$ cat src/source/aluPkg.sv
// ALU definitions shared by the datapath and the ALU
// word width and word type, operation codes and the result flag struct

package aluPkg;

  // datapath width
  localparam int wordWidth = 32;

  // shift amount comes from the low bits of operand b
  localparam int shamtWidth = 5;

  typedef logic [wordWidth-1:0] word;

  // 4-bit operation code
  typedef logic [3:0] aluOp;

  // shifts
  localparam aluOp opSll = 4'd0;
  localparam aluOp opSrl = 4'd1;

  // arithmetic
  localparam aluOp opAdd = 4'd2;
  localparam aluOp opSub = 4'd3;

  // bitwise logic
  localparam aluOp opAnd = 4'd4;
  localparam aluOp opOr = 4'd5;
  localparam aluOp opXor = 4'd6;
  localparam aluOp opNor = 4'd7;

  // comparisons, result is 1 or 0
  // codes 8, 9 and 12 to 15 are left undefined
  localparam aluOp opSlt = 4'd10;
  localparam aluOp opSltu = 4'd11;

  // result flags, reported alongside every result
  typedef struct packed {
    // copy of the result's top bit
    logic neg;
    // signed overflow, add and subtract only
    logic ovf;
    // result is all zeros
    logic zero;
  } aluFlags;

endpackage

$ cat src/source/execPkg.sv
// execute unit definitions
// register file geometry, immediate width,
// incoming instruction fields and the two pipeline payloads

package execPkg;

  // register file geometry
  localparam int regCount = 32;
  localparam int regAddrWidth = 5;

  // immediate field as it arrives, sign-extended on issue
  localparam int immWidth = 16;

  typedef logic [regAddrWidth-1:0] regAddr;

  // pre-decoded instruction, 36 bits
  typedef struct packed {
    aluPkg::aluOp op;
    regAddr rs;
    regAddr rt;
    regAddr rd;
    logic useImm;
    logic [immWidth-1:0] imm;
  } instr;

  // stage 1 payload, operands already resolved, 73 bits
  typedef struct packed {
    aluPkg::aluOp op;
    regAddr rd;
    aluPkg::word a;
    aluPkg::word b;
  } operandStage;

  // stage 2 payload, waiting for writeback, 40 bits
  typedef struct packed {
    regAddr rd;
    aluPkg::word result;
    aluPkg::aluFlags flags;
  } resultStage;

endpackage

$ cat src/source/aluIf.sv
// execute datapath to ALU connection
// operands and op code in, result and three flags out

interface aluIf;
  import aluPkg::*;

  word portA;
  word portB;
  aluOp op;
  word portOut;
  logic flagNeg;
  logic flagOvf;
  logic flagZero;

  // ALU side, purely combinational
  modport alu (
    input portA, portB, op,
    output portOut, flagNeg, flagOvf, flagZero
  );

  // datapath side
  modport exec (
    output portA, portB, op,
    input portOut, flagNeg, flagOvf, flagZero
  );

endinterface

$ cat src/source/registerFileIf.sv
// register file connection
// one write port and two combinational read ports

interface registerFileIf;
  import aluPkg::*;
  import execPkg::*;

  logic wen;
  regAddr wsel;
  word wdat;
  regAddr rsel1;
  regAddr rsel2;
  word rdat1;
  word rdat2;

  modport rf (
    input wen, wsel, wdat, rsel1, rsel2,
    output rdat1, rdat2
  );

  modport exec (
    output wen, wsel, wdat, rsel1, rsel2,
    input rdat1, rdat2
  );

endinterface

$ cat src/source/alu.sv
// combinational ALU
// shifts, add/sub, bitwise logic, signed and unsigned set-less-than,
// negative, overflow and zero flags

module alu (
  aluIf.alu aluBus
);
  import aluPkg::*;

  word a;
  word b;
  word result;
  logic [shamtWidth-1:0] shamt;
  logic ovf;
  logic signedLess;
  logic unsignedLess;

  assign a = aluBus.portA;
  assign b = aluBus.portB;

  // only the low five bits of b count as a shift amount
  assign shamt = b[shamtWidth-1:0];

  assign signedLess = $signed(a) < $signed(b);
  assign unsignedLess = a < b;

  always_comb begin
    result = '0;
    ovf = 1'b0;
    case (aluBus.op)
      opSll: begin
        result = a << shamt;
      end
      opSrl: begin
        result = a >> shamt;
      end
      opAdd: begin
        result = a + b;
        // same-sign operands giving a different-sign sum
        ovf = (a[wordWidth-1] == b[wordWidth-1]) &&
              (result[wordWidth-1] != a[wordWidth-1]);
      end
      opSub: begin
        result = a - b;
        // opposite-sign operands, sign of a lost
        ovf = (a[wordWidth-1] != b[wordWidth-1]) &&
              (result[wordWidth-1] != a[wordWidth-1]);
      end
      opAnd: begin
        result = a & b;
      end
      opOr: begin
        result = a | b;
      end
      opXor: begin
        result = a ^ b;
      end
      opNor: begin
        result = ~(a | b);
      end
      opSlt: begin
        result = {{(wordWidth-1){1'b0}}, signedLess};
      end
      opSltu: begin
        result = {{(wordWidth-1){1'b0}}, unsignedLess};
      end
      default: begin
        // undefined codes give zero
        result = '0;
      end
    endcase
  end

  assign aluBus.portOut = result;
  assign aluBus.flagNeg = result[wordWidth-1];
  assign aluBus.flagOvf = ovf;
  assign aluBus.flagZero = (result == '0);

endmodule

$ cat src/source/registerFile.sv
// 32 x 32-bit register file
// register zero hard-wired to zero, write on the rising edge,
// two combinational read ports

module registerFile (
  input logic CLK,
  input logic rstN,
  registerFileIf.rf rfBus
);
  import aluPkg::*;
  import execPkg::*;

  // no storage behind register zero
  word regs [1:regCount-1];

  always_ff @(posedge CLK or negedge rstN) begin
    if (!rstN) begin
      for (int i = 1; i < regCount; i++) begin
        regs[i] <= '0;
      end
    end else if (rfBus.wen && (rfBus.wsel != '0)) begin
      regs[rfBus.wsel] <= rfBus.wdat;
    end
  end

  // reads see stored contents only, the datapath bypasses newer values
  assign rfBus.rdat1 = (rfBus.rsel1 == '0) ? '0 : regs[rfBus.rsel1];
  assign rfBus.rdat2 = (rfBus.rsel2 == '0) ? '0 : regs[rfBus.rsel2];

endmodule

$ cat src/source/pipeStage.sv
// valid-qualified pipeline register
// payload type is a parameter, one cycle of latency

module pipeStage #(
  parameter type payloadType = logic
) (
  input logic CLK,
  input logic rstN,
  input logic inValid,
  input payloadType inData,
  output logic outValid,
  output payloadType outData
);

  // control bit
  always_ff @(posedge CLK or negedge rstN) begin
    if (!rstN) begin
      outValid <= 1'b0;
    end else begin
      outValid <= inValid;
    end
  end

  // payload held while the slot is empty
  always_ff @(posedge CLK) begin
    if (inValid) begin
      outData <= inData;
    end
  end

endmodule

$ cat src/source/execUnit.sv
// two-stage integer execute unit
// operand read with bypassing, immediate select,
// operand and result pipeline stages, writeback and output ports

module execUnit (
  input logic CLK,
  input logic rstN,
  input logic inValid,
  input aluPkg::aluOp inOp,
  input execPkg::regAddr inRs,
  input execPkg::regAddr inRt,
  input execPkg::regAddr inRd,
  input logic inUseImm,
  input logic [execPkg::immWidth-1:0] inImm,
  output logic outValid,
  output execPkg::regAddr outRd,
  output logic [aluPkg::wordWidth-1:0] outResult,
  output logic outNeg,
  output logic outOvf,
  output logic outZero
);
  import aluPkg::*;
  import execPkg::*;

  instr issue;
  word immExt;
  word opA;
  word rtData;
  word opB;
  execPkg::operandStage issueData;
  execPkg::operandStage s1Data;
  execPkg::resultStage s2In;
  execPkg::resultStage s2Data;
  logic s1Valid;
  logic s2Valid;

  aluIf aluBus ();
  registerFileIf rfBus ();

  // newest in-flight value wins: stage 1 result, then stage 2, then the file
  function automatic word pickOperand(
    input regAddr sel,
    input word fileData,
    input logic hit1Valid,
    input regAddr hit1Rd,
    input word hit1Data,
    input logic hit2Valid,
    input regAddr hit2Rd,
    input word hit2Data
  );
    word value;
    if (sel == '0) begin
      value = '0;
    end else if (hit1Valid && (hit1Rd == sel)) begin
      value = hit1Data;
    end else if (hit2Valid && (hit2Rd == sel)) begin
      value = hit2Data;
    end else begin
      value = fileData;
    end
    return value;
  endfunction

  assign issue = '{op: inOp, rs: inRs, rt: inRt, rd: inRd,
                   useImm: inUseImm, imm: inImm};

  // issue cycle, read both sources
  assign rfBus.rsel1 = issue.rs;
  assign rfBus.rsel2 = issue.rt;

  assign immExt = {{(wordWidth-immWidth){issue.imm[immWidth-1]}}, issue.imm};

  assign opA = pickOperand(issue.rs, rfBus.rdat1,
                           s1Valid, s1Data.rd, aluBus.portOut,
                           s2Valid, s2Data.rd, s2Data.result);
  assign rtData = pickOperand(issue.rt, rfBus.rdat2,
                              s1Valid, s1Data.rd, aluBus.portOut,
                              s2Valid, s2Data.rd, s2Data.result);

  assign opB = issue.useImm ? immExt : rtData;

  assign issueData = '{op: issue.op, rd: issue.rd, a: opA, b: opB};

  pipeStage #(.payloadType(execPkg::operandStage)) operandStage (
    .CLK(CLK),
    .rstN(rstN),
    .inValid(inValid),
    .inData(issueData),
    .outValid(s1Valid),
    .outData(s1Data)
  );

  // stage 1 drives the ALU
  assign aluBus.portA = s1Data.a;
  assign aluBus.portB = s1Data.b;
  assign aluBus.op = s1Data.op;

  alu aluInst (
    .aluBus(aluBus.alu)
  );

  assign s2In = '{rd: s1Data.rd,
                  result: aluBus.portOut,
                  flags: '{neg: aluBus.flagNeg, ovf: aluBus.flagOvf,
                           zero: aluBus.flagZero}};

  pipeStage #(.payloadType(execPkg::resultStage)) resultStage (
    .CLK(CLK),
    .rstN(rstN),
    .inValid(s1Valid),
    .inData(s2In),
    .outValid(s2Valid),
    .outData(s2Data)
  );

  // writeback from stage 2, the file drops writes to register zero
  assign rfBus.wen = s2Valid;
  assign rfBus.wsel = s2Data.rd;
  assign rfBus.wdat = s2Data.result;

  registerFile regFile (
    .CLK(CLK),
    .rstN(rstN),
    .rfBus(rfBus.rf)
  );

  assign outValid = s2Valid;
  assign outRd = s2Data.rd;
  assign outResult = s2Data.result;
  assign outNeg = s2Data.flags.neg;
  assign outOvf = s2Data.flags.ovf;
  assign outZero = s2Data.flags.zero;

endmodule

$ cat config.mk
export PLATFORM = sky130hd
export DESIGN_NAME = execUnit
export DESIGN_NICKNAME = d
export VERILOG_FILES = /design/src/source/aluPkg.sv /design/src/source/execPkg.sv /design/src/source/aluIf.sv /design/src/source/registerFileIf.sv /design/src/source/alu.sv /design/src/source/registerFile.sv /design/src/source/pipeStage.sv /design/src/source/execUnit.sv
export SDC_FILE = /design/constraint.sdc
export NUM_CORES = 2
export LEC_CHECK = 0
export BUFFER_PORTS_ARGS = -buffer_cell sky130_fd_sc_hd__buf_2
export CAP_MARGIN = 20
export CORE_MARGIN = 2
export CORE_UTILIZATION = 35
export CTS_BUF_LIST = sky130_fd_sc_hd__clkbuf_4
export DETAILED_ROUTE_END_ITERATION = 16
export SETUP_SLACK_MARGIN = 0.4
export SYNTH_ARGS = -nofsm -noshare
export SYNTH_HDL_FRONTEND = slang
export SYNTH_SLANG_ARGS = --single-unit
export TNS_END_PERCENT = 100
$ cat constraint.sdc
create_clock -name CLK -period 5.48 [get_ports CLK]
set_input_delay 0.548 -clock CLK [delete_from_list [all_inputs] [get_ports CLK]]
set_output_delay 0.548 -clock CLK [all_outputs]
set_load 0.03 [all_outputs]
==> out/results.ini <==
[yosys]
synth-main-ff-cell = dfrtp_1
ys_warn_count = 0
synthTopCellsByArea = dfrtp_1 37%, mux4_2 20%, mux2_2 18%
ys_ff_latch = 1106
syn_area_um2 = 67640
synth_edf_count = 112
post_synth.cell_area_avg_um2 = 13.37
ys_seq_area_share_pct = 41.75
synthCells = 5057
netlist.area_leader.share_pct = 36.78
synth_fp_nets = 5207
yosys.cell_types.count = 85
synth_top_area_cell = dfrtp_1
synthArstFlopShare_pct = 89.87

[die]
num_io_pins = 80
row_count = 161
core_area_um2 = 192200
dieArea_um2 = 196800
fp.dieW_um = 443.6
start_util_pct = 35.19
die_h_um = 443.6

[worst_setup_path]
critPathLaunchType = flip-flop
crit_type = flip-flop to flip-flop
end_kind = flip-flop
crit_arrival_ns = 5.95
cp_max_fo = 16
worstPathRequired_ns = 6.62

[pwr]
ir_drop_v = 0.0002134
p_leak_nw = 32.59
p_per_area_nw_per_um2 = 404.1

[clocking]
numCtsBuffers = 314
clock_sinks = 1106
clk_pin_slew_ns = 0.08
root_buffer = clkbuf_4
htreeDepth = 5
cts_tree = done
clkLatencyLatePin_ns = 1.34
clk_path_buf_depth = 4

[global_route]
grtUsageTotal_pct = 24.20
grt_pass1_wl_mm = 353.2
grt-ovfl-total = 0
grt_max_degree = 162
antenna_found_initial = 6
grt_pass1_vias = 50303

[route]
totalWireLength_mm = 240.7
first_pass_iters = 6
detail_route.wl_per_cell_um = 30.14
ant_nets = 0
drt_iter0_drc = 4809
vias_per_cell = 6.132
drc_errors = 0
vias = 48961

[placed_design]
portBuffers = 79
place_hpwl_mm = 152.7
dpl_cell_area_um2 = 71830
place.gp.congestion = 0.9477

[sta]
rsz0062_at_grt = false
fin_crit_sh_pct = 87.88
worstMarginPinSlew_ns = 1.153
fmax_mhz = 207.7
setup_tns_ns = 0
skew_ns = 0.1287
slew_headroom_pct = 23.12
finalCriticalPeriod_ns = 4.816
hold_viol_final = 0
final-max-slew-violation-count = 0
finalSetupViolCount = 0

[cells_and_area]
nNetsFinal = 5403
syn_to_final_growth_pct = 12.61
layout_common_cells = 1100 x mux2_2, 993 x dfrtp_1, 609 x mux4_2
final_core_util_pct = 39.63
fillCellCount = 18172
fin_area_um2 = 76170
layout_commonest_cell = mux2_2
drive_gt1_share_pct = 47.19

[flow_run]
max-cap-violations = 0

[outcome]
status = completed

[min_path]
hold_class = primary input to flip-flop

where the power goes:
| group | switching, mW | internal (mW) |
|---|---|---|
| Clock | 3.61 | 3.77 |
| Combinational | 5.05 | 5.69 |
| Sequential | 1.88 | 10.8 |
Yosys cell counts (all sizes together) (13+ instances only):
master   count
mux2i      130
xor2        17
a22o        68
a211oi     102
mux4       610
nor4        18
ha         109
edfxtp     112
inv         93
nor2       236
nor2b       22
nor3        36
dfrtp      994
a211o       15
nand2b      20
clkbuf     359
a21o        25
nand2      165
o211ai      35
mux2      1101
o21ai      129
buf        140
o22ai       24
or3         17
a21oi      167
a31oi       22
nand3       46
nand4       16
and3        13
a2111oi     14
xnor2       16
logic make-up (layout without fill, tap and decap cells):
logic type,Yosys count,in the layout,share of synthesized area [%]
muxes,1841,1841,40.60
AOI/OAI and AO/OA,723,723,7.248
DFF,1106,1106,41.75
buffers and inverters,594,987,3.387
other,0,9,0
xor gates and xnor gates,33,33,0.4273
adders and majority gates,111,111,2.076
and+or+nand+nor,649,649,4.517
registers in the layout, summed over array words and instances, names as in the netlist:
signal / cells
resultStage.outData: 39
operandStage.outData: 73
regFile.regs: 992
operandStage.outValid: 1
resultStage.outValid: 1
stage by stage:
step / setup slack (ns) / power (mW) / std cells / hold slack, ns
finish: 0.6643 / 30.78 / 7985 / 0.1609
global route: 0.4331 / 32.35 / 7983 / 0.04639
CTS: 0.4506 / 30.76 / 7968 / 0.02664
detailed placement: 0.4721 / 23.26 / 7407 / 0.5084
global placement: 0.4848 / 22.90 / 7403 / 0.4988
floorplan: 0.4523 / 19.70 / 5057 / 0.2524
per-layer routing:
layer	GRT usage, %	wire [um]	part of all wire (%)	vias up
li1	-	-	-	20201
met1	31.69	97630	41	25892
met2	38.89	114300	47	2267
met3	5.089	18070	7.5	597
met4	10.34	10690	4.4	4
met5	0	27	0.011	-
critical path: stages, from the launching register on:
cell and delay, ns:
edfxtp_1 0.36, buf_4 0.19, inv_1 0.07, ha_2 0.36
a21o_1 0.21, a221oi_1 0.44, nand2_1 0.22, a221o_1 0.39
a21o_1 0.20, or4_1 0.50, or4_1 0.45, or4b_1 0.54
nor4_4 0.33, nand3_1 0.14, nor4_2 0.23
path summary, 6_finish.rpt:
| kind | start | cells past startpoint | to | slack (ns) |
|---|---|---|---|---|
| min in group asynchronous | rstN | 4 | regFile.regs[929] | 0.57 |
| min | inRd[3] | 2 | operandStage.outData[67] | 0.16 |
| max | operandStage.outData[38] | 14 | resultStage.outData[0] | 0.66 |
| max reg2reg | operandStage.outData[38] | 14 | resultStage.outData[0] | 0.66 |
| min reg2reg | regFile.regs[446] | 1 | regFile.regs[446] | 0.52 |
| max in group asynchronous | rstN | 4 | regFile.regs[326] | 4.00 |
layout make-up:
| cell class | count | area [um^2] | area share, % |
|---|---|---|---|
| Antenna cell | 9 | 22.52 | 0.02957 |
| Clock inverter | 65 | 280.3 | 0.3680 |
| Sequential cell | 1106 | 28240 | 37.07 |
| Tap cell | 2526 | 3161 | 4.149 |
| Multi-Input combinational cell | 3357 | 37410 | 49.11 |
| Clock buffer | 448 | 3363 | 4.416 |
| Timing Repair Buffer | 379 | 3338 | 4.383 |
| Inverter | 95 | 356.6 | 0.4682 |
timing repair:
action	4_1_cts	5_1_grt
hold buffers	48	0
setup buffers	0	2
endpoints found under the hold margin	435	0
resized for setup	0	5
setup endpoints to repair	0	1
Note: power is estimated with default switching activity, not from simulation.
